==> src/mips_core_consts.svh <==
`ifndef MIPS_CORE_CONSTS_SVH
`define MIPS_CORE_CONSTS_SVH

// Datapath and storage sizes
`define NBITS       32
`define IMEM_WORDS  64
`define IMEM_AW     6
`define NUM_REGS    32
`define REG_AW      5
`define APB_AW      12

// Fetching this word stops the core
`define HALT_WORD   32'hFFFF_FFFF

// Primary opcodes
`define OP_RTYPE    6'b000000
`define OP_ADDI     6'b001000
`define OP_ORI      6'b001101
`define OP_SLTI     6'b001010
`define OP_BEQ      6'b000100

// Funct field of the R-type group
`define FN_ADD      6'b100000
`define FN_SUB      6'b100010
`define FN_SUBU     6'b100011
`define FN_AND      6'b100100
`define FN_OR       6'b100101
`define FN_NOR      6'b100111
`define FN_XOR      6'b100110
`define FN_SLT      6'b101010
`define FN_SLL      6'b000000

// Host address map, byte addresses
`define ADDR_IMEM_BASE  12'h000
`define ADDR_REG_BASE   12'h100
`define ADDR_CTRL       12'h200
`define ADDR_STATUS     12'h204
`define ADDR_PC         12'h208

`endif
==> src/mips_core_pkg.sv <==
`include "mips_core_consts.svh"

package mips_core_pkg;

    // Widths with a meaning
    typedef logic [`NBITS-1:0]   word_t;
    typedef logic [`REG_AW-1:0]  reg_addr_t;
    typedef logic [`IMEM_AW-1:0] imem_addr_t;
    typedef logic [5:0]          opcode_t;
    typedef logic [5:0]          funct_t;

    // ALU operations, PASS_NONE for anything not decoded
    typedef enum logic [3:0]
    {
        ALU_ADD,
        ALU_SUB,
        ALU_AND,
        ALU_OR,
        ALU_NOR,
        ALU_XOR,
        ALU_SLT,
        ALU_SLL,
        ALU_PASS_NONE
    } alu_op_e;

    // Run control of the core
    typedef enum logic [1:0]
    {
        ST_IDLE,
        ST_RUN,
        ST_HALTED
    } core_state_e;

    // Decoded control word
    typedef struct packed
    {
        alu_op_e alu_op;
        logic    use_imm;
        logic    imm_zero_ext;  // ORI only
        logic    reg_write;
        logic    dest_is_rd;
        logic    is_branch;
    } ctrl_t;

    // Register file read values
    typedef struct packed
    {
        word_t rs_val;
        word_t rt_val;
    } operands_t;

    // APB request from the host
    typedef struct packed
    {
        logic              psel;
        logic              penable;
        logic              pwrite;
        logic [`APB_AW-1:0] paddr;
        word_t             pwdata;
    } apb_req_t;

    // APB response back to the host
    typedef struct packed
    {
        word_t prdata;
        logic  pready;
        logic  pslverr;
    } apb_rsp_t;

endpackage

==> src/alu_execute.sv <==
`include "mips_core_consts.svh"

module alu_execute
    import mips_core_pkg::*;
(
    input  ctrl_t     ctrl,
    input  operands_t operands,
    input  word_t     instr,
    output logic      we,
    output reg_addr_t wr_addr,
    output word_t     wr_data,
    output logic      branch_taken,
    output word_t     branch_offset
);

    reg_addr_t   rt_field;
    reg_addr_t   rd_field;
    logic [4:0]  shamt;
    logic [15:0] imm;
    word_t       imm_sext;
    word_t       imm_zext;
    word_t       op_b;
    word_t       result;

    // Instruction fields
    assign rt_field = instr[20:16];
    assign rd_field = instr[15:11];
    assign shamt    = instr[10:6];
    assign imm      = instr[15:0];

    // Immediate extensions
    assign imm_sext = {{(`NBITS-16){imm[15]}}, imm};
    assign imm_zext = {{(`NBITS-16){1'b0}}, imm};

    // Second operand select
    always_comb
    begin
        if (!ctrl.use_imm)
        begin
            op_b = operands.rt_val;
        end
        else if (ctrl.imm_zero_ext)
        begin
            op_b = imm_zext;
        end
        else
        begin
            op_b = imm_sext;
        end
    end

    //////////////////////////////////////////////////////////////////////
    // Operation
    //////////////////////////////////////////////////////////////////////

    always_comb
    begin
        case (ctrl.alu_op)
            // ADD and SUB wrap, no overflow trap
            ALU_ADD: result = operands.rs_val + op_b;
            ALU_SUB: result = operands.rs_val - op_b;
            ALU_AND: result = operands.rs_val & op_b;
            ALU_OR:  result = operands.rs_val | op_b;
            ALU_NOR: result = ~(operands.rs_val | op_b);
            ALU_XOR: result = operands.rs_val ^ op_b;
            // Signed compare for SLT and SLTI
            ALU_SLT: result = word_t'($signed(operands.rs_val) < $signed(op_b));
            // Shift source is rt, not rs
            ALU_SLL: result = operands.rt_val << shamt;
            default: result = '0;
        endcase
    end

    // Write back
    assign we      = ctrl.reg_write;
    assign wr_addr = ctrl.dest_is_rd ? rd_field : rt_field;
    assign wr_data = result;

    // BEQ on equal operands, offset in words
    assign branch_taken  = ctrl.is_branch && (operands.rs_val == operands.rt_val);
    assign branch_offset = imm_sext << 2;

endmodule

==> config.mk <==
export PLATFORM = sky130hd
export DESIGN_NAME = alu_execute
export DESIGN_NICKNAME = d
export VERILOG_FILES = /design/src/mips_core_pkg.sv /design/src/alu_execute.sv
export VERILOG_INCLUDE_DIRS = /design/src
export SDC_FILE = /design/constraint.sdc
export NUM_CORES = 1
export LEC_CHECK = 0
export ABC_AREA = 0
export BUFFER_PORTS_ARGS = -buffer_cell sky130_fd_sc_hd__buf_2
export CAP_MARGIN = 20
export CELL_PAD_IN_SITES_DETAIL_PLACEMENT = 0
export CELL_PAD_IN_SITES_GLOBAL_PLACEMENT = 1
export CORE_MARGIN = 5
export CORE_UTILIZATION = 41
export DETAILED_ROUTE_END_ITERATION = 10
export PLACE_DENSITY = 0.83
export SYNTH_ARGS = -nofsm -noshare
export SYNTH_HDL_FRONTEND = slang
export SYNTH_SLANG_ARGS = --single-unit
==> constraint.sdc <==
create_clock -name vclk -period 5.3
set_input_delay 0.795 -clock vclk [all_inputs]
set_output_delay 0.795 -clock vclk [all_outputs]
set_load 0.01 [all_outputs]
==> results.cfg <==
[outcome]
status = finished clean

[logic_synthesis]
synthCells = 1195
synth_area_leaders = ha_1 16%, mux2i_1 9.4%, a21oi_1 6.2%, xnor2_1 5.5%, o21ai_0 5.2%
synth.top_cells.by_count = 107 x inv_1, 104 x ha_1, 100 x a21oi_1
synth.distinct_cells = 79
yosysMostFrequentCell = inv_1
ys_seq_area_share_pct = 0
synth_top_area_share_pct = 16.1
avgSynthCellArea_um2 = 6.76
synth_top_cell_by_area = ha_1
ys_warn_count = 0
syn-cell-area_um2 = 8080

[sta]
worstMarginPinSlew_ns = 0.784
maxSlewViolCount = 0
setup_viol = 0
timing.hold.ws_ns = 1.59
timing.final.crit_share_pct = 96.7
min_period_ns = 5.12
final_hold_viol_count = 0
relSlewSlack_pct = 47.5
fmax_ghz = 0.195

[global_routing]
grt-ovfl-total = 0
track_usage_pct = 29.9
grt_max_degree = 56
grt_pass1_wl_mm = 53.1
antenna_found_initial = 0
grt_pass1_vias = 8877

[place]
dp_hpwl_mm = 29.3
dp_cells = 1568
port_buffers = 161
gp_congestion = 1.00

[route]
viasPerCell = 6.27
first_pass_iters = 6
wl_mm = 35.7
wire_per_inst_um = 22.8
antenna_left = 0
drt_iter0_drc = 1231
post-route-drc-count = 0
vias = 9831

[setup_path]
cp_max_fo = 15
cp.required_ns = 4.51
start_kind = input port
end_kind = primary output
crit_arrival_ns = 4.33
max_stage_delay_ns = 0.34
cp_slowest_cell = o21ai_0
cp_top_family = compound AO/OA/AOI/OAI gates
cp_cell_sequence = buf_2 -> buf_4 -> o21ai_1 -> buf_4 -> o21a_1 -> inv_1 -> ha_1 -> nor2_1 -> nand2_1 -> o221ai_1 -> o31ai_1 -> a21oi_1 -> nand2_1 -> o21ai_0 -> nand2b_1 -> a41o_1 -> buf_2
critical_path_class = in -> out
cp_num_buf_inv = 5

[final_layout]
drive_above_1_share_pct = 20.5
area_delta_synth_final_pct = 13.0
seq_area_um2 = 0
n_antenna_cell = 0
fin_cells = 1568
layout.nets = 1516
clkbuf_count = 0
seq_cell_count = 0

[pwr]
p_leak_nw = 4.30
peakVddDrop_mv = 0.0326
power_density_nw_per_um2 = 130

[floorplan]
rows = 51
dieArea_um2 = 22600
core_area_um2 = 19500
die_y_um = 150
initial_core_util_pct = 41.5
die_width_um = 150
io_pins = 176

[clocking]
cts_setup_buffers = 0

[job]
drv_cap = 0

[min_path]
hold_path_class = in -> out
## timing repair
item / 4_1_cts / 5_1_grt
resized for setup: 0 / 6
hold buffers: 0 / 0
endpoints found under the setup margin: 0 / 7
## kinds of logic after synthesis
kind of cell	count (synthesis)	share of synthesized area (%)
AO/OA/AOI/OAI	408	34.1
adder cells (fa/ha/maj)	106	16.6
XOR/XNOR	66	7.16
multiplexers	95	12.6
buffers and inverters	222	12.4
other	1	0.0464
AND/OR/NAND/NOR	297	17.1
## metrics by stage
stage	total power [mW]	utilization, %	area, um^2	TNS [ns]	worst slack [ns]
finish	1.19	46.9	9130	0	0.175
global route	1.27	46.9	9130	-0.0113	-0.0113
CTS	1.15	46.8	9100	0	0.103
detailed placement	1.14	46.8	9100	0	0.110
global placement	1.14	46.8	9100	0	0.150
floorplan	0.751	-	8080	0	0.442
## placed cells by master, fill, tap and decap left out, types with 6 or more instances in the layout
cell,synthesis,final
a21oi_1,100,99
nand3_1,20,20
o21ai_0,84,83
o21ai_1,6,7
inv_1,107,107
buf_4,35,59
nor2_1,87,87
nor2b_1,15,15
a311oi_1,10,9
xnor2_1,51,51
a221oi_1,17,17
mux2_2,15,15
o211ai_1,12,12
a221o_1,10,10
o31ai_1,7,7
nand4_1,14,14
a22oi_1,6,6
mux2i_1,76,76
o21a_1,18,18
buf_2,15,161
o22ai_1,10,10
nor3_1,23,21
a31oi_1,19,18
nand2b_1,6,6
o311ai_0,8,8
nor4_1,10,10
a21o_1,12,12
nand2_1,98,98
o221ai_1,18,18
ha_1,104,103
o21bai_1,10,10
xor2_1,15,15
a211oi_1,17,17
## layer usage
| metal | track usage [%] | up-vias | part of all wire [%] |
|---|---|---|---|
| met2 | 46.0 | 612 | 43 |
| met5 | 0 | - | 0 |
| li1 | - | 4553 | - |
| met1 | 43.0 | 4591 | 42 |
| met3 | 4.21 | 75 | 11 |
| met4 | 9.19 | 0 | 3.8 |
## worst paths after layout
path | start | endpoint | slack, ns | depth (start not counted)
hold / removal | ctrl[2] | we | 1.59 | 0
setup / recovery | ctrl[4] | wr_data[0] | 0.18 | 17
## final cells by class
class              count  area, um^2
multi-input cells    974        7120
repair buffers       221        1270
inverters            108         405
well taps            265         332
fillers             2028       10300
## power by group
part / total, mW / switching, mW / internal [mW]
logic: 1.19 / 0.742 / 0.446
clock network: 0 / 0 / 0
registers: 0 / 0 / 0
total: 1.19 / 0.742 / 0.446
(Power assumes the default switching activity.)
