<file path="config.mk">
export PLATFORM = sky130hd
export DESIGN_NAME = control_decoder
export DESIGN_NICKNAME = d
export VERILOG_FILES = /design/src/mips_core_pkg.sv /design/src/control_decoder.sv
export VERILOG_INCLUDE_DIRS = /design/src
export SDC_FILE = /design/constraint.sdc
export NUM_CORES = 1
export LEC_CHECK = 0
export ABC_AREA = 0
export BUFFER_PORTS_ARGS = -buffer_cell sky130_fd_sc_hd__buf_2
export CAP_MARGIN = 0
export CORE_AREA = 3 3 40 42
export DETAILED_ROUTE_END_ITERATION = 10
export DIE_AREA = 0 0 43 45
export RECOVER_POWER = 25
export SLEW_MARGIN = 20
export SYNTH_ARGS = -nofsm -noshare
export SYNTH_HDL_FRONTEND = slang
export SYNTH_SLANG_ARGS = --single-unit
export TNS_END_PERCENT = 5
</file>
<file path="constraint.sdc">
create_clock -name vclk -period 3.5
set_clock_uncertainty 0.1 [all_clocks]
set_input_delay 0.7 -clock vclk [all_inputs]
set_output_delay 0.7 -clock vclk [all_outputs]
set_load 0.05 [all_outputs]
</file>
<file path="src/mips_core_consts.svh">
`ifndef MIPS_CORE_CONSTS_SVH
`define MIPS_CORE_CONSTS_SVH

// Datapath and storage sizes
`define NBITS       32
`define IMEM_WORDS  64
`define IMEM_AW     6
`define NUM_REGS    32
`define REG_AW      5
`define APB_AW      12

// Fetching this word stops the core
`define HALT_WORD   32'hFFFF_FFFF

// Primary opcodes
`define OP_RTYPE    6'b000000
`define OP_ADDI     6'b001000
`define OP_ORI      6'b001101
`define OP_SLTI     6'b001010
`define OP_BEQ      6'b000100

// Funct field of the R-type group
`define FN_ADD      6'b100000
`define FN_SUB      6'b100010
`define FN_SUBU     6'b100011
`define FN_AND      6'b100100
`define FN_OR       6'b100101
`define FN_NOR      6'b100111
`define FN_XOR      6'b100110
`define FN_SLT      6'b101010
`define FN_SLL      6'b000000

// Host address map, byte addresses
`define ADDR_IMEM_BASE  12'h000
`define ADDR_REG_BASE   12'h100
`define ADDR_CTRL       12'h200
`define ADDR_STATUS     12'h204
`define ADDR_PC         12'h208

`endif
</file>
<file path="src/mips_core_pkg.sv">
`include "mips_core_consts.svh"

package mips_core_pkg;

    // Widths with a meaning
    typedef logic [`NBITS-1:0]   word_t;
    typedef logic [`REG_AW-1:0]  reg_addr_t;
    typedef logic [`IMEM_AW-1:0] imem_addr_t;
    typedef logic [5:0]          opcode_t;
    typedef logic [5:0]          funct_t;

    // ALU operations, PASS_NONE for anything not decoded
    typedef enum logic [3:0]
    {
        ALU_ADD,
        ALU_SUB,
        ALU_AND,
        ALU_OR,
        ALU_NOR,
        ALU_XOR,
        ALU_SLT,
        ALU_SLL,
        ALU_PASS_NONE
    } alu_op_e;

    // Run control of the core
    typedef enum logic [1:0]
    {
        ST_IDLE,
        ST_RUN,
        ST_HALTED
    } core_state_e;

    // Decoded control word
    typedef struct packed
    {
        alu_op_e alu_op;
        logic    use_imm;
        logic    imm_zero_ext;  // ORI only
        logic    reg_write;
        logic    dest_is_rd;
        logic    is_branch;
    } ctrl_t;

    // Register file read values
    typedef struct packed
    {
        word_t rs_val;
        word_t rt_val;
    } operands_t;

    // APB request from the host
    typedef struct packed
    {
        logic              psel;
        logic              penable;
        logic              pwrite;
        logic [`APB_AW-1:0] paddr;
        word_t             pwdata;
    } apb_req_t;

    // APB response back to the host
    typedef struct packed
    {
        word_t prdata;
        logic  pready;
        logic  pslverr;
    } apb_rsp_t;

endpackage

</file>
<file path="src/control_decoder.sv">
`include "mips_core_consts.svh"

module control_decoder
    import mips_core_pkg::*;
(
    input  word_t instr,
    output ctrl_t ctrl
);

    opcode_t opcode;
    funct_t  funct;

    // Instruction fields
    assign opcode = instr[31:26];
    assign funct  = instr[5:0];

    always_comb
    begin
        // Default is a no-op, nothing written
        ctrl.alu_op       = ALU_PASS_NONE;
        ctrl.use_imm      = 1'b0;
        ctrl.imm_zero_ext = 1'b0;
        ctrl.reg_write    = 1'b0;
        ctrl.dest_is_rd   = 1'b0;
        ctrl.is_branch    = 1'b0;

        case (opcode)
            `OP_RTYPE:
            begin
                // R-type writes rd, op picked by funct
                ctrl.dest_is_rd = 1'b1;
                ctrl.reg_write  = 1'b1;
                case (funct)
                    `FN_ADD:  ctrl.alu_op = ALU_ADD;
                    `FN_SUB:  ctrl.alu_op = ALU_SUB;
                    // No traps, so SUBU is plain SUB
                    `FN_SUBU: ctrl.alu_op = ALU_SUB;
                    `FN_AND:  ctrl.alu_op = ALU_AND;
                    `FN_OR:   ctrl.alu_op = ALU_OR;
                    `FN_NOR:  ctrl.alu_op = ALU_NOR;
                    `FN_XOR:  ctrl.alu_op = ALU_XOR;
                    `FN_SLT:  ctrl.alu_op = ALU_SLT;
                    `FN_SLL:  ctrl.alu_op = ALU_SLL;
                    default:
                    begin
                        // Unknown funct
                        ctrl.reg_write = 1'b0;
                    end
                endcase
            end
            `OP_ADDI:
            begin
                ctrl.alu_op    = ALU_ADD;
                ctrl.use_imm   = 1'b1;
                ctrl.reg_write = 1'b1;
            end
            `OP_ORI:
            begin
                // Logical immediate, zero extended
                ctrl.alu_op       = ALU_OR;
                ctrl.use_imm      = 1'b1;
                ctrl.imm_zero_ext = 1'b1;
                ctrl.reg_write    = 1'b1;
            end
            `OP_SLTI:
            begin
                ctrl.alu_op    = ALU_SLT;
                ctrl.use_imm   = 1'b1;
                ctrl.reg_write = 1'b1;
            end
            `OP_BEQ:
            begin
                // Compare rs and rt, nothing written back
                ctrl.alu_op    = ALU_SUB;
                ctrl.is_branch = 1'b1;
            end
            default:
            begin
                // Unsupported opcode, halt word included
                ctrl.alu_op = ALU_PASS_NONE;
            end
        endcase
    end

endmodule

</file>
==> metrics.cfg <==
[pwr]
clockPowerShare = 0
p_seq_frac = 0
power.density_mw_per_mm2 = 108
p_total_w = 0.0000439
internal_power_w = 0.0000164
swShare = 0.627
p_leak_nw = 0.195
p_switching_w = 0.0000275
p_comb_frac = 1.000
max-vdd-ir-drop_mv = 0.0359

[synthesis]
syn_inst = 46
synthAdderAreaFrac = 0
synth_xor_area_frac = 0.0609
syn_nets = 78
ys_warn_count = 0
synthMuxAreaShare = 0
yosys.area_share.simple = 0.535
synth_top_family_by_area = simple AND/OR/NAND/NOR gates
synth_cell_type_count = 25
synth_area_per_cell_um2 = 6.26
synth-compound-area-share = 0.391
synth_area_um2 = 288
ys_seq_area_frac = 0

[placement]
io_buffer_count = 21
dp.final_hpwl_um = 749
postPlaceCellArea_um2 = 408
place_congestion = 0.721

[sta]
rsz0062_at_grt = no
max_freq_mhz = 345
period_share = 0.829
worst_pin_slew_ns = 0.600
finalHoldViolCount = 0
fin_crit_ns = 2.90
setup_viol = 0
max_slew_margin = 0.602
final.setup.tns_ns = 0
slew_viol_final = 0

[worst_hold_path]
min-delay-start = instr[28]
hold_path_class = in2out
worstHoldPathCells = 3
min_to = ctrl[1]

[grt]
grt_pass1_vias = 339
grt_first_pass_wirelength_um = 1450
gr-total-overflow = 0
track_usage = 0.0904
antenna_found_initial = 0
grt_max_degree = 9

[cells_and_area]
seqCellArea_um2 = 0
clock_buffers = 0
design_area_um2 = 405
fin_nets = 100
flops_and_latches = 0
syn_to_final_growth_pct = 40.9
layout-drive-gt1-share = 0.333
antennaDiodeCount = 0

[detailed_routing]
via_per_inst = 5.05
wl_met3_um = 70
wl_met1_um = 436
wl_per_cell_um = 11.2
via_count = 409
totalWireLength_um = 908
first_iter_violations = 5
top_layer_used = met3
drc = 0
drt_pre_antenna_iters = 4
wl_met2_um = 402
ant_nets = 0

[critical_path]
end_kind = output pin
startpoint_type = input port
critPathTopFamily = simple AND/OR/NAND/NOR gates
crit_buf_inv = 2
required_ns = 2.70
crit_type = in2out
crit_arrival_ns = 2.10
cp_slowest_stage_delay_ns = 0.34
cp_max_fo = 5
cp_common_cell = buf_2
critPathSlowestCell = nor4_1
path_cells = buf_2, nor4_1, a221oi_2, or2_1, o41ai_2, buf_2

[floorplan]
die_h_um = 45
fp-row-count = 13
die_w_um = 43
start_util = 0.224
die-area_mm2 = 0.00194
io_pins = 41
core_mm2 = 0.00128

[cts]
cts-resized-gates = 0
cts_hold_buf = 0
post-cts-setup-buffers = 0

[status]
status = finished clean

[job]
drv_cap = 0

cell families after synthesis:
kind of cell              after synthesis
AOI/OAI and AO/OA                      14
xor gates and xnor gates                2
buffers and inverters                   1
and+or+nand+nor                        29
synth_stat cells:
library cell	number	share of area
o21ai_1	1	0.017
a221oi_1	1	0.030
nor3_1	4	0.070
nand2_1	4	0.052
a21o_1	2	0.052
and2_1	2	0.043
clkbuf_1	1	0.013
o41ai_2	1	0.057
o21ai_0	1	0.017
a211o_1	2	0.061
and3_1	2	0.043
nor2_1	8	0.10
a21oi_1	3	0.052
o311ai_1	1	0.030
xnor2_1	2	0.061
a221oi_2	1	0.052
nand3_1	1	0.017
nor2b_1	1	0.022
nor4_1	2	0.043
or2_1	1	0.022
o22ai_1	1	0.022
and2_2	1	0.026
and3b_1	1	0.030
nor4b_1	1	0.030
nand4b_1	1	0.030
cell type report:
class              count  area [um2]
repair buffers        21         103
fillers              161         880
well taps             15        18.8
multi-input cells     45         284
how the worst max path moves through the flow:
stage,from,endpoint,cells after the start,slack (ns)
floorplan,instr[5],ctrl[8],4,0.23
global placement,instr[1],ctrl[5],6,0.60
detailed placement,instr[1],ctrl[5],6,0.60
CTS,instr[1],ctrl[5],6,0.59
global route,instr[1],ctrl[5],6,0.54
finish,instr[1],ctrl[5],6,0.60
placed cells by master, fill, tap and decap left out, drive strengths merged, types with 2 or more instances in the layout:
| cell | instances |
|---|---|
| nor3 | 4 |
| a21oi | 3 |
| and3 | 2 |
| xnor2 | 2 |
| nor2 | 8 |
| a211o | 2 |
| a221oi | 2 |
| clkbuf | 2 |
| nor4 | 2 |
| nand2 | 4 |
| o21ai | 2 |
| and2 | 3 |
| a21o | 2 |
| buf | 19 |
metal layers:
layer	vias to the layer above	track usage
met5	-	0
met3	0	0.00797
li1	219	-
met1	177	0.129
met2	13	0.159
met4	0	0
worst min-delay path: stages:
cell	delay, ns
buf_2	0.16
nor2_1	0.06
buf_2	0.20
metrics by stage:
step / hold WS (ns) / cells / worst slack (ns) / utilization
after floorplan: 1.48 / 46 / 0.226 / -
after global placement: 1.73 / 81 / 0.601 / 0.317
after detailed placement: 1.72 / 81 / 0.596 / 0.317
after CTS: 1.72 / 81 / 0.591 / 0.317
after global routing: 1.74 / 81 / 0.543 / 0.315
final: 1.72 / 81 / 0.597 / 0.315
power by group through the flow:
stage	registers [W]	logic, W	clock network (W)
after floorplan	0	0.0000263	0
after global placement	0	0.0000434	0
after detailed placement	0	0.0000439	0
after CTS	0	0.0000441	0
after global routing	0	0.0000487	0
final	0	0.0000439	0
Note: power is estimated with default switching activity, not from simulation.
