## config.mk

```make
export PLATFORM = sky130hd
export DESIGN_NAME = register_file
export DESIGN_NICKNAME = d
export VERILOG_FILES = /design/src/mips_core_pkg.sv /design/src/register_file.sv
export VERILOG_INCLUDE_DIRS = /design/src
export SDC_FILE = /design/constraint.sdc
export NUM_CORES = 2
export LEC_CHECK = 0
export BUFFER_PORTS_ARGS = -buffer_cell sky130_fd_sc_hd__buf_2
export CAP_MARGIN = 20
export CORE_UTILIZATION = 55
export CTS_BUF_LIST = sky130_fd_sc_hd__clkbuf_4
export DETAILED_ROUTE_END_ITERATION = 7
export PLACE_DENSITY = 0.76
export SETUP_SLACK_MARGIN = 0.05
export SYNTH_ARGS = -nofsm -noshare
export SYNTH_HDL_FRONTEND = slang
export SYNTH_SLANG_ARGS = --single-unit
export TNS_END_PERCENT = 1
```

## constraint.sdc

```tcl
create_clock -name i_clk -period 3.8 [get_ports i_clk]
set_input_delay 0.76 -clock i_clk [delete_from_list [all_inputs] [get_ports i_clk]]
set_output_delay 0.76 -clock i_clk [all_outputs]
set_load 0.02 [all_outputs]
```

## src/mips_core_consts.svh

```systemverilog
`ifndef MIPS_CORE_CONSTS_SVH
`define MIPS_CORE_CONSTS_SVH

// Datapath and storage sizes
`define NBITS       32
`define IMEM_WORDS  64
`define IMEM_AW     6
`define NUM_REGS    32
`define REG_AW      5
`define APB_AW      12

// Fetching this word stops the core
`define HALT_WORD   32'hFFFF_FFFF

// Primary opcodes
`define OP_RTYPE    6'b000000
`define OP_ADDI     6'b001000
`define OP_ORI      6'b001101
`define OP_SLTI     6'b001010
`define OP_BEQ      6'b000100

// Funct field of the R-type group
`define FN_ADD      6'b100000
`define FN_SUB      6'b100010
`define FN_SUBU     6'b100011
`define FN_AND      6'b100100
`define FN_OR       6'b100101
`define FN_NOR      6'b100111
`define FN_XOR      6'b100110
`define FN_SLT      6'b101010
`define FN_SLL      6'b000000

// Host address map, byte addresses
`define ADDR_IMEM_BASE  12'h000
`define ADDR_REG_BASE   12'h100
`define ADDR_CTRL       12'h200
`define ADDR_STATUS     12'h204
`define ADDR_PC         12'h208

`endif
```

## src/mips_core_pkg.sv

```systemverilog
`include "mips_core_consts.svh"

package mips_core_pkg;

    // Widths with a meaning
    typedef logic [`NBITS-1:0]   word_t;
    typedef logic [`REG_AW-1:0]  reg_addr_t;
    typedef logic [`IMEM_AW-1:0] imem_addr_t;
    typedef logic [5:0]          opcode_t;
    typedef logic [5:0]          funct_t;

    // ALU operations, PASS_NONE for anything not decoded
    typedef enum logic [3:0]
    {
        ALU_ADD,
        ALU_SUB,
        ALU_AND,
        ALU_OR,
        ALU_NOR,
        ALU_XOR,
        ALU_SLT,
        ALU_SLL,
        ALU_PASS_NONE
    } alu_op_e;

    // Run control of the core
    typedef enum logic [1:0]
    {
        ST_IDLE,
        ST_RUN,
        ST_HALTED
    } core_state_e;

    // Decoded control word
    typedef struct packed
    {
        alu_op_e alu_op;
        logic    use_imm;
        logic    imm_zero_ext;  // ORI only
        logic    reg_write;
        logic    dest_is_rd;
        logic    is_branch;
    } ctrl_t;

    // Register file read values
    typedef struct packed
    {
        word_t rs_val;
        word_t rt_val;
    } operands_t;

    // APB request from the host
    typedef struct packed
    {
        logic              psel;
        logic              penable;
        logic              pwrite;
        logic [`APB_AW-1:0] paddr;
        word_t             pwdata;
    } apb_req_t;

    // APB response back to the host
    typedef struct packed
    {
        word_t prdata;
        logic  pready;
        logic  pslverr;
    } apb_rsp_t;

endpackage

```

## src/register_file.sv

```systemverilog
`include "mips_core_consts.svh"

module register_file
    import mips_core_pkg::*;
(
    input  logic      i_clk,
    input  logic      rst_n,
    input  reg_addr_t rs_addr,
    input  reg_addr_t rt_addr,
    output operands_t operands,
    input  reg_addr_t host_addr,
    output word_t     host_data,
    input  logic      we,
    input  reg_addr_t wr_addr,
    input  word_t     wr_data
);

    word_t regs [`NUM_REGS];

    // Write port, r0 stays zero since it is never written
    always_ff @(posedge i_clk or negedge rst_n)
    begin
        if (!rst_n)
        begin
            for (int i = 0; i < `NUM_REGS; i++)
            begin
                regs[i] <= '0;
            end
        end
        else if (we && (wr_addr != '0))
        begin
            regs[wr_addr] <= wr_data;
        end
    end

    // Operand read ports
    assign operands.rs_val = regs[rs_addr];
    assign operands.rt_val = regs[rt_addr];

    // Host readback port
    assign host_data = regs[host_addr];

    //////////////////////////////////////////////////////////////////////
    // Checks
    //////////////////////////////////////////////////////////////////////

    // A committed write must name a known register
    a_we_addr_known: assert property (@(posedge i_clk) disable iff (!rst_n)
        we |-> !$isunknown(wr_addr));

endmodule

```

==> parameters.txt <==
Parameter                              Value

Status
  Outcome ... completed

Place
  Post-detailed-placement half-perimeter wirelength ... 136000 um
  Weighted congestion reported at the end of routability-driven placement ... 0.933
  Number of port buffers ... 150
  Worst slack at placement ... 0.268 ns
  Cell count after placement ... 7116

Setup path
  Worst EP required ... 3.04 ns
  Crit. End Element ... primary output
  Combined buffer and inverter count along the critical path ... 1
  Slowest cell on the critical path ... sky130_fd_sc_hd__dfrtp_1
  Delay of the slowest critical-path stage ... 0.41 ns
  Critical Path Start Type ... register
  Crit path cell chain ... mux2i_1 > a22o_1 > nor3_1 > a31oi_1 > nand3_1 > buf_2
  Kind of cell adding the most delay to the critical path ... simple AND/OR/NAND/NOR gates
  Biggest fanout along the worst timing path ... 4
  WP data arrival ... 2.97 ns
  Crit Path Class ... register to primary output

Clock network
  Count of H-tree levels built during CTS ... 5
  Clock tree from TritonCTS ... done
  Post-CTS setup-driven buffer insertion count ... 0
  Clk Latency, worst-skew pair ... 1.22 ns
  Clock buffers created by TritonCTS ... 294
  CTS Root Cell ... sky130_fd_sc_hd__clkbuf_4
  Clock transition at the registers of the reported paths ... 0.07 ns
  TritonCTS Sinks ... 1024
  Number of buffers on the longest clock path ... 4

Worst hold path
  Worst min-delay path class ... input pin to register

Cells and area
  Flip-flop count of the largest register after layout ... 1024
  Most used cells in the layout excluding fill and tap cells ... sky130_fd_sc_hd__mux2i_1 (1536), sky130_fd_sc_hd__dfrtp_1 (1024), sky130_fd_sc_hd__mux2_2 (982)
  Area taken by flip-flops and latches ... 25600 um2
  Finished Layout Cells ... 7614
  Layout overhead on the synthesized area ... 11.2%
  Layout Nets ... 5944
  End-of-flow core utilization ... 61.6%
  Most flop-heavy register ... regs
  Fill cells ... 9265
  Largest registers ... regs x1024
  Most common cell after layout, fill and taps aside ... sky130_fd_sc_hd__mux2i_1
  Multi-input combinational cell area ... 36100 um2
  Layout cells sized above 1 ... 31.3%

Synth
  Avg Synthesized Cell Area ... 11.1 um2
  Post-Synthesis Cell Area ... 64200 um2
  Synth warn ... 0
  Most used DFF post-synth ... sky130_fd_sc_hd__dfrtp_1
  Sequential-to-total area share from yosys stat ... 39.9%
  Count of distinct cell types in the synthesized netlist ... 29
  Asr flop ratio synth ... 100%
  Gate count of the mapped netlist ... 5768
  Number of enable-type register cells in the synthesized netlist ... 0
  Net count of the mapped netlist ... 5823
  Seq cells post-synth ... 1024

GRT
  Vias in the first global route ... 52900
  Gr usage total ... 38.3%
  Overflow left after global routing ... 0
  Pin count of the biggest net entering global routing ... 92
  Antenna violations before repair ... 28
  Global-route wire length before repair ... 337000 um

STA
  Worst Max-Slew Pin Slew ... 0.915 ns
  Final Hold Viols ... 0
  Setup-failing EPs final ... 0
  Time the worst path needs with I/O delays and setup ... 3.73 ns
  Final worst-path cycle share ... 98.1%
  Maximum achievable frequency ... 268 MHz
  Worst-case headroom to the max-slew limit ... 38.8%
  Final worst slack ... 0.0738 ns
  Clock Skews ... 0 ns
  Unrepaired setup endpoints after global routing ... false
  Total Negative Setup Slacks ... 0 ns
  Number of pins exceeding their max-slew limit in the final report ... 0

Floorplan
  Die boundary height ... 344 um
  Die span in x ... 344 um
  Core footprint ... 116000 um2
  Die area ... 118000 um2
  Starting utilization of the core area ... 55.4%
  Total number of placement rows ... 125
  Top-Level Pins ... 151

Drt
  DRT iter0 DRCs ... 6258
  Final wirelength ... 229000 um
  Routed vias/inst ... 6.96
  Residual antenna-violating net count after detailed routing ... 0
  Via count ... 53000
  DRC errors left ... 0
  Drt first pass iters ... 8
  Avg WL per Cell ... 30.1 um

Pwr
  P per Cell Area ... 469 nW/um2
  Static leakage power ... 34.3 nW
  Total power draw ... 33.5 mW
  Worst voltage drop across the vdd grid ... 0.000341 V

Flow run
  Total of max-cap violations ... 0
## worst paths after layout
path,from,slack (ns),cells past startpoint,to
worst max-delay path,regs[936],0.07,6,host_data[8]
worst min-delay path,wr_data[18],0.13,2,regs[946]
worst max register to register,regs[914],2.96,1,regs[914]
worst min register to register,regs[996],0.42,0,regs[996]
max in group asynchronous,rst_n,2.44,3,regs[532]
min in group asynchronous,rst_n,0.15,2,regs[678]
## synth_stat cells (17+ instances only)
| cell type | n | area share [%] |
|---|---|---|
| sky130_fd_sc_hd__a22oi_1 | 288 | 3.4 |
| sky130_fd_sc_hd__buf_2 | 228 | 1.8 |
| sky130_fd_sc_hd__mux2i_1 | 1536 | 24 |
| sky130_fd_sc_hd__buf_4 | 51 | 0.60 |
| sky130_fd_sc_hd__mux2_2 | 982 | 17 |
| sky130_fd_sc_hd__a22o_1 | 192 | 2.6 |
| sky130_fd_sc_hd__nand2_1 | 306 | 1.8 |
| sky130_fd_sc_hd__nor2_1 | 17 | 0.099 |
| sky130_fd_sc_hd__a31oi_1 | 96 | 0.93 |
| sky130_fd_sc_hd__nor3_1 | 98 | 0.76 |
| sky130_fd_sc_hd__a21oi_1 | 288 | 2.2 |
| sky130_fd_sc_hd__buf_1 | 44 | 0.26 |
| sky130_fd_sc_hd__dfrtp_1 | 1024 | 40 |
| sky130_fd_sc_hd__nand3_1 | 292 | 2.3 |
| sky130_fd_sc_hd__clkbuf_1 | 275 | 1.6 |
## where the power goes
part | switching [mW] | internal, mW | total (mW)
Combinational | 4.24 | 4.13 | 8.37
Sequential | 2.23 | 13.0 | 15.2
Clock | 4.87 | 5.09 | 9.96
## per-stage QoR
step / area (um2) / hold WS [ns]
after floorplan: 64200 / 0.464
after CTS: 71300 / 0.0550
after global routing: 71400 / 0.0984
after detailed placement: 68000 / 0.410
final: 71500 / 0.127
after global placement: 68000 / 0.407
## repair_timing
action                                  in CTS  in global routing
hold buffers                                 1                  0
gates resized for setup                      1                  6
endpoints found under the hold margin       39                  0
endpoints found under the setup margin       4                  6
## cell families after synthesis
family                 count (synthesis)  share of synthesized area, %
AND/OR/NAND/NOR                      747                          5.27
buffers and inverters                605                          4.35
multiplexers                        2528                          41.3
AO/OA/AOI/OAI                        864                          9.16
flip-flops                          1024                          39.9
## metal layers
| metal | GRT usage [%] | vias up | part of all wire (%) | wire, um |
|---|---|---|---|---|
| li1 | - | 21900 | - | - |
| met1 | 47.7 | 26300 | 38 | 86200 |
| met2 | 56.6 | 3635 | 43 | 99000 |
| met3 | 11.4 | 1091 | 12 | 27200 |
| met4 | 27.3 | 6 | 7.4 | 16900 |
| met5 | 0 | - | 0.011 | 25 |
## cell type report
cell class                 count  area share (%)
clock buffer                 400            4.20
antenna                       30           0.105
clock inverter                67           0.511
timing repair buffer         430            6.08
tap                         1524            2.67
multi-input combinational   4139            50.6
sequential                  1024            35.9
Power figures use the tool's default switching activity.
