`config.mk`:
```
export PLATFORM = sky130hd
export DESIGN_NAME = core_control
export DESIGN_NICKNAME = d
export VERILOG_FILES = /design/src/mips_core_pkg.sv /design/src/core_control.sv
export VERILOG_INCLUDE_DIRS = /design/src
export SDC_FILE = /design/constraint.sdc
export NUM_CORES = 1
export LEC_CHECK = 0
export BUFFER_PORTS_ARGS = -buffer_cell sky130_fd_sc_hd__buf_4
export CAP_MARGIN = 40
export CORE_MARGIN = 5
export CORE_UTILIZATION = 46
export CTS_BUF_LIST = sky130_fd_sc_hd__clkbuf_4 sky130_fd_sc_hd__clkbuf_8 sky130_fd_sc_hd__clkbuf_16
export DETAILED_ROUTE_END_ITERATION = 7
export GPL_TIMING_DRIVEN = 0
export PLACE_DENSITY = 0.83
export SYNTH_ARGS = -nofsm -noshare
export SYNTH_HDL_FRONTEND = slang
export SYNTH_SLANG_ARGS = --single-unit
```
`constraint.sdc`:
```
create_clock -name i_clk -period 4.1 [get_ports i_clk]
set_clock_uncertainty 0.2 [all_clocks]
set_input_delay 0.82 -clock i_clk [delete_from_list [all_inputs] [get_ports i_clk]]
set_output_delay 0.82 -clock i_clk [all_outputs]
set_load 0.05 [all_outputs]
```
`src/mips_core_consts.svh`:
```
`ifndef MIPS_CORE_CONSTS_SVH
`define MIPS_CORE_CONSTS_SVH

// Datapath and storage sizes
`define NBITS       32
`define IMEM_WORDS  64
`define IMEM_AW     6
`define NUM_REGS    32
`define REG_AW      5
`define APB_AW      12

// Fetching this word stops the core
`define HALT_WORD   32'hFFFF_FFFF

// Primary opcodes
`define OP_RTYPE    6'b000000
`define OP_ADDI     6'b001000
`define OP_ORI      6'b001101
`define OP_SLTI     6'b001010
`define OP_BEQ      6'b000100

// Funct field of the R-type group
`define FN_ADD      6'b100000
`define FN_SUB      6'b100010
`define FN_SUBU     6'b100011
`define FN_AND      6'b100100
`define FN_OR       6'b100101
`define FN_NOR      6'b100111
`define FN_XOR      6'b100110
`define FN_SLT      6'b101010
`define FN_SLL      6'b000000

// Host address map, byte addresses
`define ADDR_IMEM_BASE  12'h000
`define ADDR_REG_BASE   12'h100
`define ADDR_CTRL       12'h200
`define ADDR_STATUS     12'h204
`define ADDR_PC         12'h208

`endif
```
`src/mips_core_pkg.sv`:
```
`include "mips_core_consts.svh"

package mips_core_pkg;

    // Widths with a meaning
    typedef logic [`NBITS-1:0]   word_t;
    typedef logic [`REG_AW-1:0]  reg_addr_t;
    typedef logic [`IMEM_AW-1:0] imem_addr_t;
    typedef logic [5:0]          opcode_t;
    typedef logic [5:0]          funct_t;

    // ALU operations, PASS_NONE for anything not decoded
    typedef enum logic [3:0]
    {
        ALU_ADD,
        ALU_SUB,
        ALU_AND,
        ALU_OR,
        ALU_NOR,
        ALU_XOR,
        ALU_SLT,
        ALU_SLL,
        ALU_PASS_NONE
    } alu_op_e;

    // Run control of the core
    typedef enum logic [1:0]
    {
        ST_IDLE,
        ST_RUN,
        ST_HALTED
    } core_state_e;

    // Decoded control word
    typedef struct packed
    {
        alu_op_e alu_op;
        logic    use_imm;
        logic    imm_zero_ext;  // ORI only
        logic    reg_write;
        logic    dest_is_rd;
        logic    is_branch;
    } ctrl_t;

    // Register file read values
    typedef struct packed
    {
        word_t rs_val;
        word_t rt_val;
    } operands_t;

    // APB request from the host
    typedef struct packed
    {
        logic              psel;
        logic              penable;
        logic              pwrite;
        logic [`APB_AW-1:0] paddr;
        word_t             pwdata;
    } apb_req_t;

    // APB response back to the host
    typedef struct packed
    {
        word_t prdata;
        logic  pready;
        logic  pslverr;
    } apb_rsp_t;

endpackage

```
`src/core_control.sv`:
```
`include "mips_core_consts.svh"

module core_control
    import mips_core_pkg::*;
(
    input  logic       i_clk,
    input  logic       rst_n,
    input  apb_req_t   apb,
    output apb_rsp_t   apb_rsp,
    output imem_addr_t pc_index,
    input  word_t      instr,
    input  logic       branch_taken,
    input  word_t      branch_offset,
    output logic       commit,
    output logic       imem_wr_en,
    output imem_addr_t imem_wr_addr,
    output word_t      imem_wr_data,
    output imem_addr_t imem_host_addr,
    input  word_t      imem_host_data,
    output reg_addr_t  reg_host_addr,
    input  word_t      reg_host_data
);

    core_state_e        state;
    word_t              pc;
    word_t              pc_plus4;
    logic               access;
    logic [`APB_AW-1:0] imem_off;
    logic [`APB_AW-1:0] reg_off;
    logic               hit_imem;
    logic               hit_reg;
    logic               is_ctrl;
    logic               is_status;
    logic               is_pc;
    logic               mapped;
    logic               imem_busy_wr;
    logic               ctrl_wr;
    logic               halt_fetch;
    word_t              rsp_data;

    //////////////////////////////////////////////////////////////////////
    // APB decode
    //////////////////////////////////////////////////////////////////////

    // Access phase, zero wait
    assign access = apb.psel & apb.penable;

    // Window offsets
    assign imem_off = apb.paddr - `ADDR_IMEM_BASE;
    assign reg_off  = apb.paddr - `ADDR_REG_BASE;

    assign hit_imem  = imem_off < `APB_AW'(4 * `IMEM_WORDS);
    assign hit_reg   = reg_off < `APB_AW'(4 * `NUM_REGS);
    assign is_ctrl   = apb.paddr == `ADDR_CTRL;
    assign is_status = apb.paddr == `ADDR_STATUS;
    assign is_pc     = apb.paddr == `ADDR_PC;
    assign mapped    = hit_imem | hit_reg | is_ctrl | is_status | is_pc;

    // Program load refused while running
    assign imem_busy_wr = apb.pwrite & hit_imem & (state == ST_RUN);

    // Host memory ports, word index from the offset
    assign imem_wr_en     = access & apb.pwrite & hit_imem & (state != ST_RUN);
    assign imem_wr_addr   = imem_off[`IMEM_AW+1:2];
    assign imem_wr_data   = apb.pwdata;
    assign imem_host_addr = imem_off[`IMEM_AW+1:2];
    assign reg_host_addr  = reg_off[`REG_AW+1:2];

    // Read mux, CTRL reads as zero
    always_comb
    begin
        rsp_data = '0;
        if (hit_imem)
        begin
            rsp_data = imem_host_data;
        end
        else if (hit_reg)
        begin
            rsp_data = reg_host_data;
        end
        else if (is_status)
        begin
            rsp_data = word_t'({state == ST_HALTED, state == ST_RUN});
        end
        else if (is_pc)
        begin
            rsp_data = pc;
        end
    end

    assign apb_rsp.prdata  = rsp_data;
    assign apb_rsp.pready  = 1'b1;
    assign apb_rsp.pslverr = access & (!mapped | imem_busy_wr);

    //////////////////////////////////////////////////////////////////////
    // Run control and PC
    //////////////////////////////////////////////////////////////////////

    assign ctrl_wr    = access & apb.pwrite & is_ctrl;
    assign halt_fetch = (state == ST_RUN) && (instr == `HALT_WORD);
    // One instruction retires per RUN cycle
    assign commit     = (state == ST_RUN) && !halt_fetch;
    assign pc_plus4   = pc + 4;
    assign pc_index   = pc[`IMEM_AW+1:2];

    always_ff @(posedge i_clk or negedge rst_n)
    begin
        if (!rst_n)
        begin
            state <= ST_IDLE;
            pc    <= '0;
        end
        else if (ctrl_wr && apb.pwdata[1])
        begin
            // Abort wins over start
            state <= ST_IDLE;
        end
        else if (ctrl_wr && apb.pwdata[0])
        begin
            state <= ST_RUN;
            pc    <= '0;
        end
        else if (halt_fetch)
        begin
            // PC stays on the halt word
            state <= ST_HALTED;
        end
        else if (commit)
        begin
            pc <= branch_taken ? pc_plus4 + branch_offset : pc_plus4;
        end
    end

    // Access phase only inside a selected transfer
    a_penable_with_psel: assert property (@(posedge i_clk) disable iff (!rst_n)
        apb.penable |-> apb.psel);

endmodule

```
==> run metrics <==
outcome=finished, violations left; failing checks=DRC; crit path from=pc[3]$_DFFE_PN0P_; largest net degree at the start of global routing=35; Post-synth ARST share=1.000; top sig layer=met5; FF+latch count, synth=34; Slew HR=0.5222; All-Layer GR Usage=0.2713; Slew Limit Fails=0; clock buffer depth=2; Slew @ Worst Pin=between 700 and 800 ps; first-pass GRT wire length=between 20000 and 30000 um; post-DP HPWL=15040 um; GPL Wtd Cong=between 0.9 and 1; Worst Path Max Fanout=6; Core Area=around 10000 um2; Worst path most repeated cell=o21ai_1; Final Hold Violating Endpoints=0; worst r2r dst=pc[31]$_DFFE_PN0P_; Initial DRT Pass Iterations=8; total gr overflow=0; routed vias=between 5k and 6k; Post-Layout Cell Count=a little over 1k; number of global-route vias before repair=between 5k and 6k; Achievable Freq=0.2512 GHz; Mean Syn Cell Area=7.553 um2; distinct cell type count after synthesis=64; Ys Warns=0; critical path type=register to register; DR WL met3=around 1400 um; Syn Std Cell Area=between 4000 and 5000 um2; H-tree Lvls=2; DP Cell Count=around 1.0k; fin area=6973 um2; Top FF cell, synth=dfrtp_1; filler cell count=~860; Crit Reg-Reg Startpoint=pc[3]$_DFFE_PN0P_; Clk Latency, worst-skew pair=290 ps; Fin Hold WS=approximately 280 ps; Ant. Diodes=0; Slowest cell on crit path=dfrtp_2; Synth Net Count=approximately 850; Seq/Total Area, Yosys=0.1785; DRC=7; Die ar.=about 12000 um2; crit path DAT=around 4000 ps; # setup viols final=0; final setup TNS=0 ps; Layout area overhead=46.31%; Tot Pwr=1.062 mW; Placed Area=between 6000 and 7000 um2; initial core utilization=0.4658; cells after synthesis=around 630; final cycle utilization of the critical path=0.9710; Num CTS Buffers=5; clock sink count=34; IO Port Bufs=about 240; Pwr Density=roughly 150 nW/um2; R2R cell count=18; Antenna Nets Post-Route=0; Die Height=between 100 and 150 um; # hold bufs at CTS=0; crit end category=register; EDFF count, synth=0; initial antenna violation count=1; share of layout cells above drive strength 1=0.3955; Iter 0 DRT Violations=606; P_leak=between 3 and 4 nW; Worst R2R Setup Slack=around 120 ps; Setup crit end=pc[31]$_DFFE_PN0P_; CTS tree=yes; Reg area=around 860 um2; multi-input gate area in the final layout=about 3300 um2; Reg clk slew, reported paths=about 70 ps; width of the die=around 110 um; Nets=1099; io pins=269; Worst EP required=between 4000 and 5000 ps; crit start category=register; fin crit period=3981 ps; wire length on met1=between 6000 and 7000 um; DRT Wirelength=around 18000 um; Largest stage delay, worst path=roughly 420 ps; type of the worst min-delay path=input pin to asynchronous set/reset pin; DR WL met2=between 9000 and 10000 um; drt wl/cell=17.85 um; worst-path cell chain=ha_2 > nand4_1 > nor2_4 > nand3_1 > inv_2 > and3_1 > xor2_2 > ha_1 > nand2_1 > o21ai_1 > o41ai_2 > o21ai_1 > a31oi_2 > a21oi_2 > mux2i_1 > xnor2_1 > or3_1 > o21ai_2; maxcap violations=0; routed vias/inst=roughly 5.7; IR drop worst, VDD=around 0.000099 V; # rows=37; clock root cell=clkbuf_8
## per-stage QoR
stage                 util  worst slack [ps]
floorplan                -             44.00
global placement    0.6556            -89.03
detailed placement  0.6567            -187.8
CTS                 0.6676            -1.775
global route        0.6815            -75.34
finish              0.6815             119.0
## final cells by class
cell class              count  area share
multi-input cells         470      0.4734
clock inverters             1   0.0007177
repair buffers            247      0.2665
well taps                 136     0.02440
flip-flops and latches     34      0.1231
clock buffers               7     0.01292
inverters                  44     0.02369
plain buffers              82     0.07536
## Yosys cell counts, types with 2 or more instances
cell	number	area [um2]
nand2_1	66	247.7
buf_4	57	427.9
inv_1	42	157.7
a21oi_1	40	200.2
ha_1	36	450.4
nor2_1	35	131.4
dfrtp_1	34	850.8
o21ai_1	34	170.2
a222oi_1	30	300.3
xnor2_1	30	262.8
xor2_1	24	210.2
clkbuf_1	23	86.33
a21o_1	22	165.2
nand3_1	20	100.1
nand4_1	18	112.6
and3_1	12	75.07
a22oi_1	11	82.58
o21ai_0	11	55.05
a31oi_1	5	31.28
nor3_1	5	25.02
nor4_1	5	31.28
nor2b_1	4	25.02
o21bai_1	4	30.03
a211oi_1	3	22.52
a22o_1	3	26.28
and2_1	3	18.77
and4_1	3	26.28
mux2i_1	3	30.03
o21a_1	3	22.52
o21ai_2	3	26.28
a21oi_2	2	17.52
buf_2	2	10.01
inv_2	2	7.510
nand2b_1	2	12.51
nor3_2	2	20.02
nor3b_1	2	15.01
o211ai_1	2	15.01
o41ai_2	2	32.53
## cells by family (layout without fill, tap and decap cells)
logic type | Yosys count | in the layout | share of synthesized area
flip-flops | 34 | 34 | 0.1785
buffers and inverters | 127 | 381 | 0.1454
AND/OR/NAND/NOR | 186 | 186 | 0.1909
AO/OA/AOI/OAI | 189 | 189 | 0.2801
adder cells (fa/ha/maj) | 37 | 37 | 0.09871
multiplexers | 3 | 3 | 0.006301
XOR/XNOR | 54 | 54 | 0.09924
other | 1 | 1 | 0.0007869
## registers in the layout, indices dropped and copies added (netlist names)
name	flops
pc	32
state	2
## where the power goes
part	internal (mW)	leakage (nW)	total, mW	switching [mW]
sequential	0.335	0.455	0.335	0.0000404
clock	0.142	0.0517	0.271	0.129
combinational	0.204	3.30	0.455	0.251
## metal layers
layer,global-route usage,vias to the layer above
met5,0,-
met1,0.3311,2689
met2,0.4808,296
met3,0.04076,56
li1,-,2753
met4,0.1006,2
## repair_timing
| item | in CTS | in global routing |
|---|---|---|
| gates resized for setup | 5 | 17 |
| setup endpoints to repair | 4 | 8 |
| setup buffers | 0 | 10 |
| hold endpoints to repair | 0 | 0 |
| pin swaps | 0 | 7 |
## how the worst min path moves through the flow
stage	from	end	slack, ps	cells after the start
final	rst_n	pc[12]$_DFFE_PN0P_	280	1
after global routing	rst_n	pc[16]$_DFFE_PN0P_	310	1
after CTS	rst_n	pc[12]$_DFFE_PN0P_	290	1
after detailed placement	pc[0]$_DFFE_PN0P_	pc[0]$_DFFE_PN0P_	330	1
after global placement	pc[0]$_DFFE_PN0P_	pc[0]$_DFFE_PN0P_	320	1
after floorplan	pc[0]$_DFFE_PN0P_	pc[0]$_DFFE_PN0P_	290	1
## placed cells by master, fill, tap and decap left out, types with 4 or more instances in the layout
master,netlist,routed
nand2_1,66,66
ha_1,36,33
xor2_1,24,23
nor3_1,5,5
nand3_1,20,20
o21bai_1,4,4
xnor2_1,30,27
dfrtp_1,34,28
clkbuf_8,0,6
a22oi_1,11,11
o21ai_1,34,35
a222oi_1,30,30
and3_1,12,12
clkbuf_1,23,21
nor2_1,35,34
dfrtp_2,0,6
nand4_1,18,18
nor4_1,5,4
buf_4,57,303
a21o_1,22,22
nor2b_1,4,4
a21oi_1,40,40
inv_1,42,42
o21ai_0,11,10
## worst max-delay path, delay by kind of cell (launching register included)
kind | cells | cell delay [ps]
and+or+nand+nor | 6 | 1290
AOI/OAI and AO/OA | 6 | 830
adders and majority gates | 2 | 570
DFF | 1 | 420
muxes | 1 | 240
xor gates and xnor gates | 2 | 210
buffers and inverters | 1 | 150
Note: power is estimated with default switching activity, not from simulation.
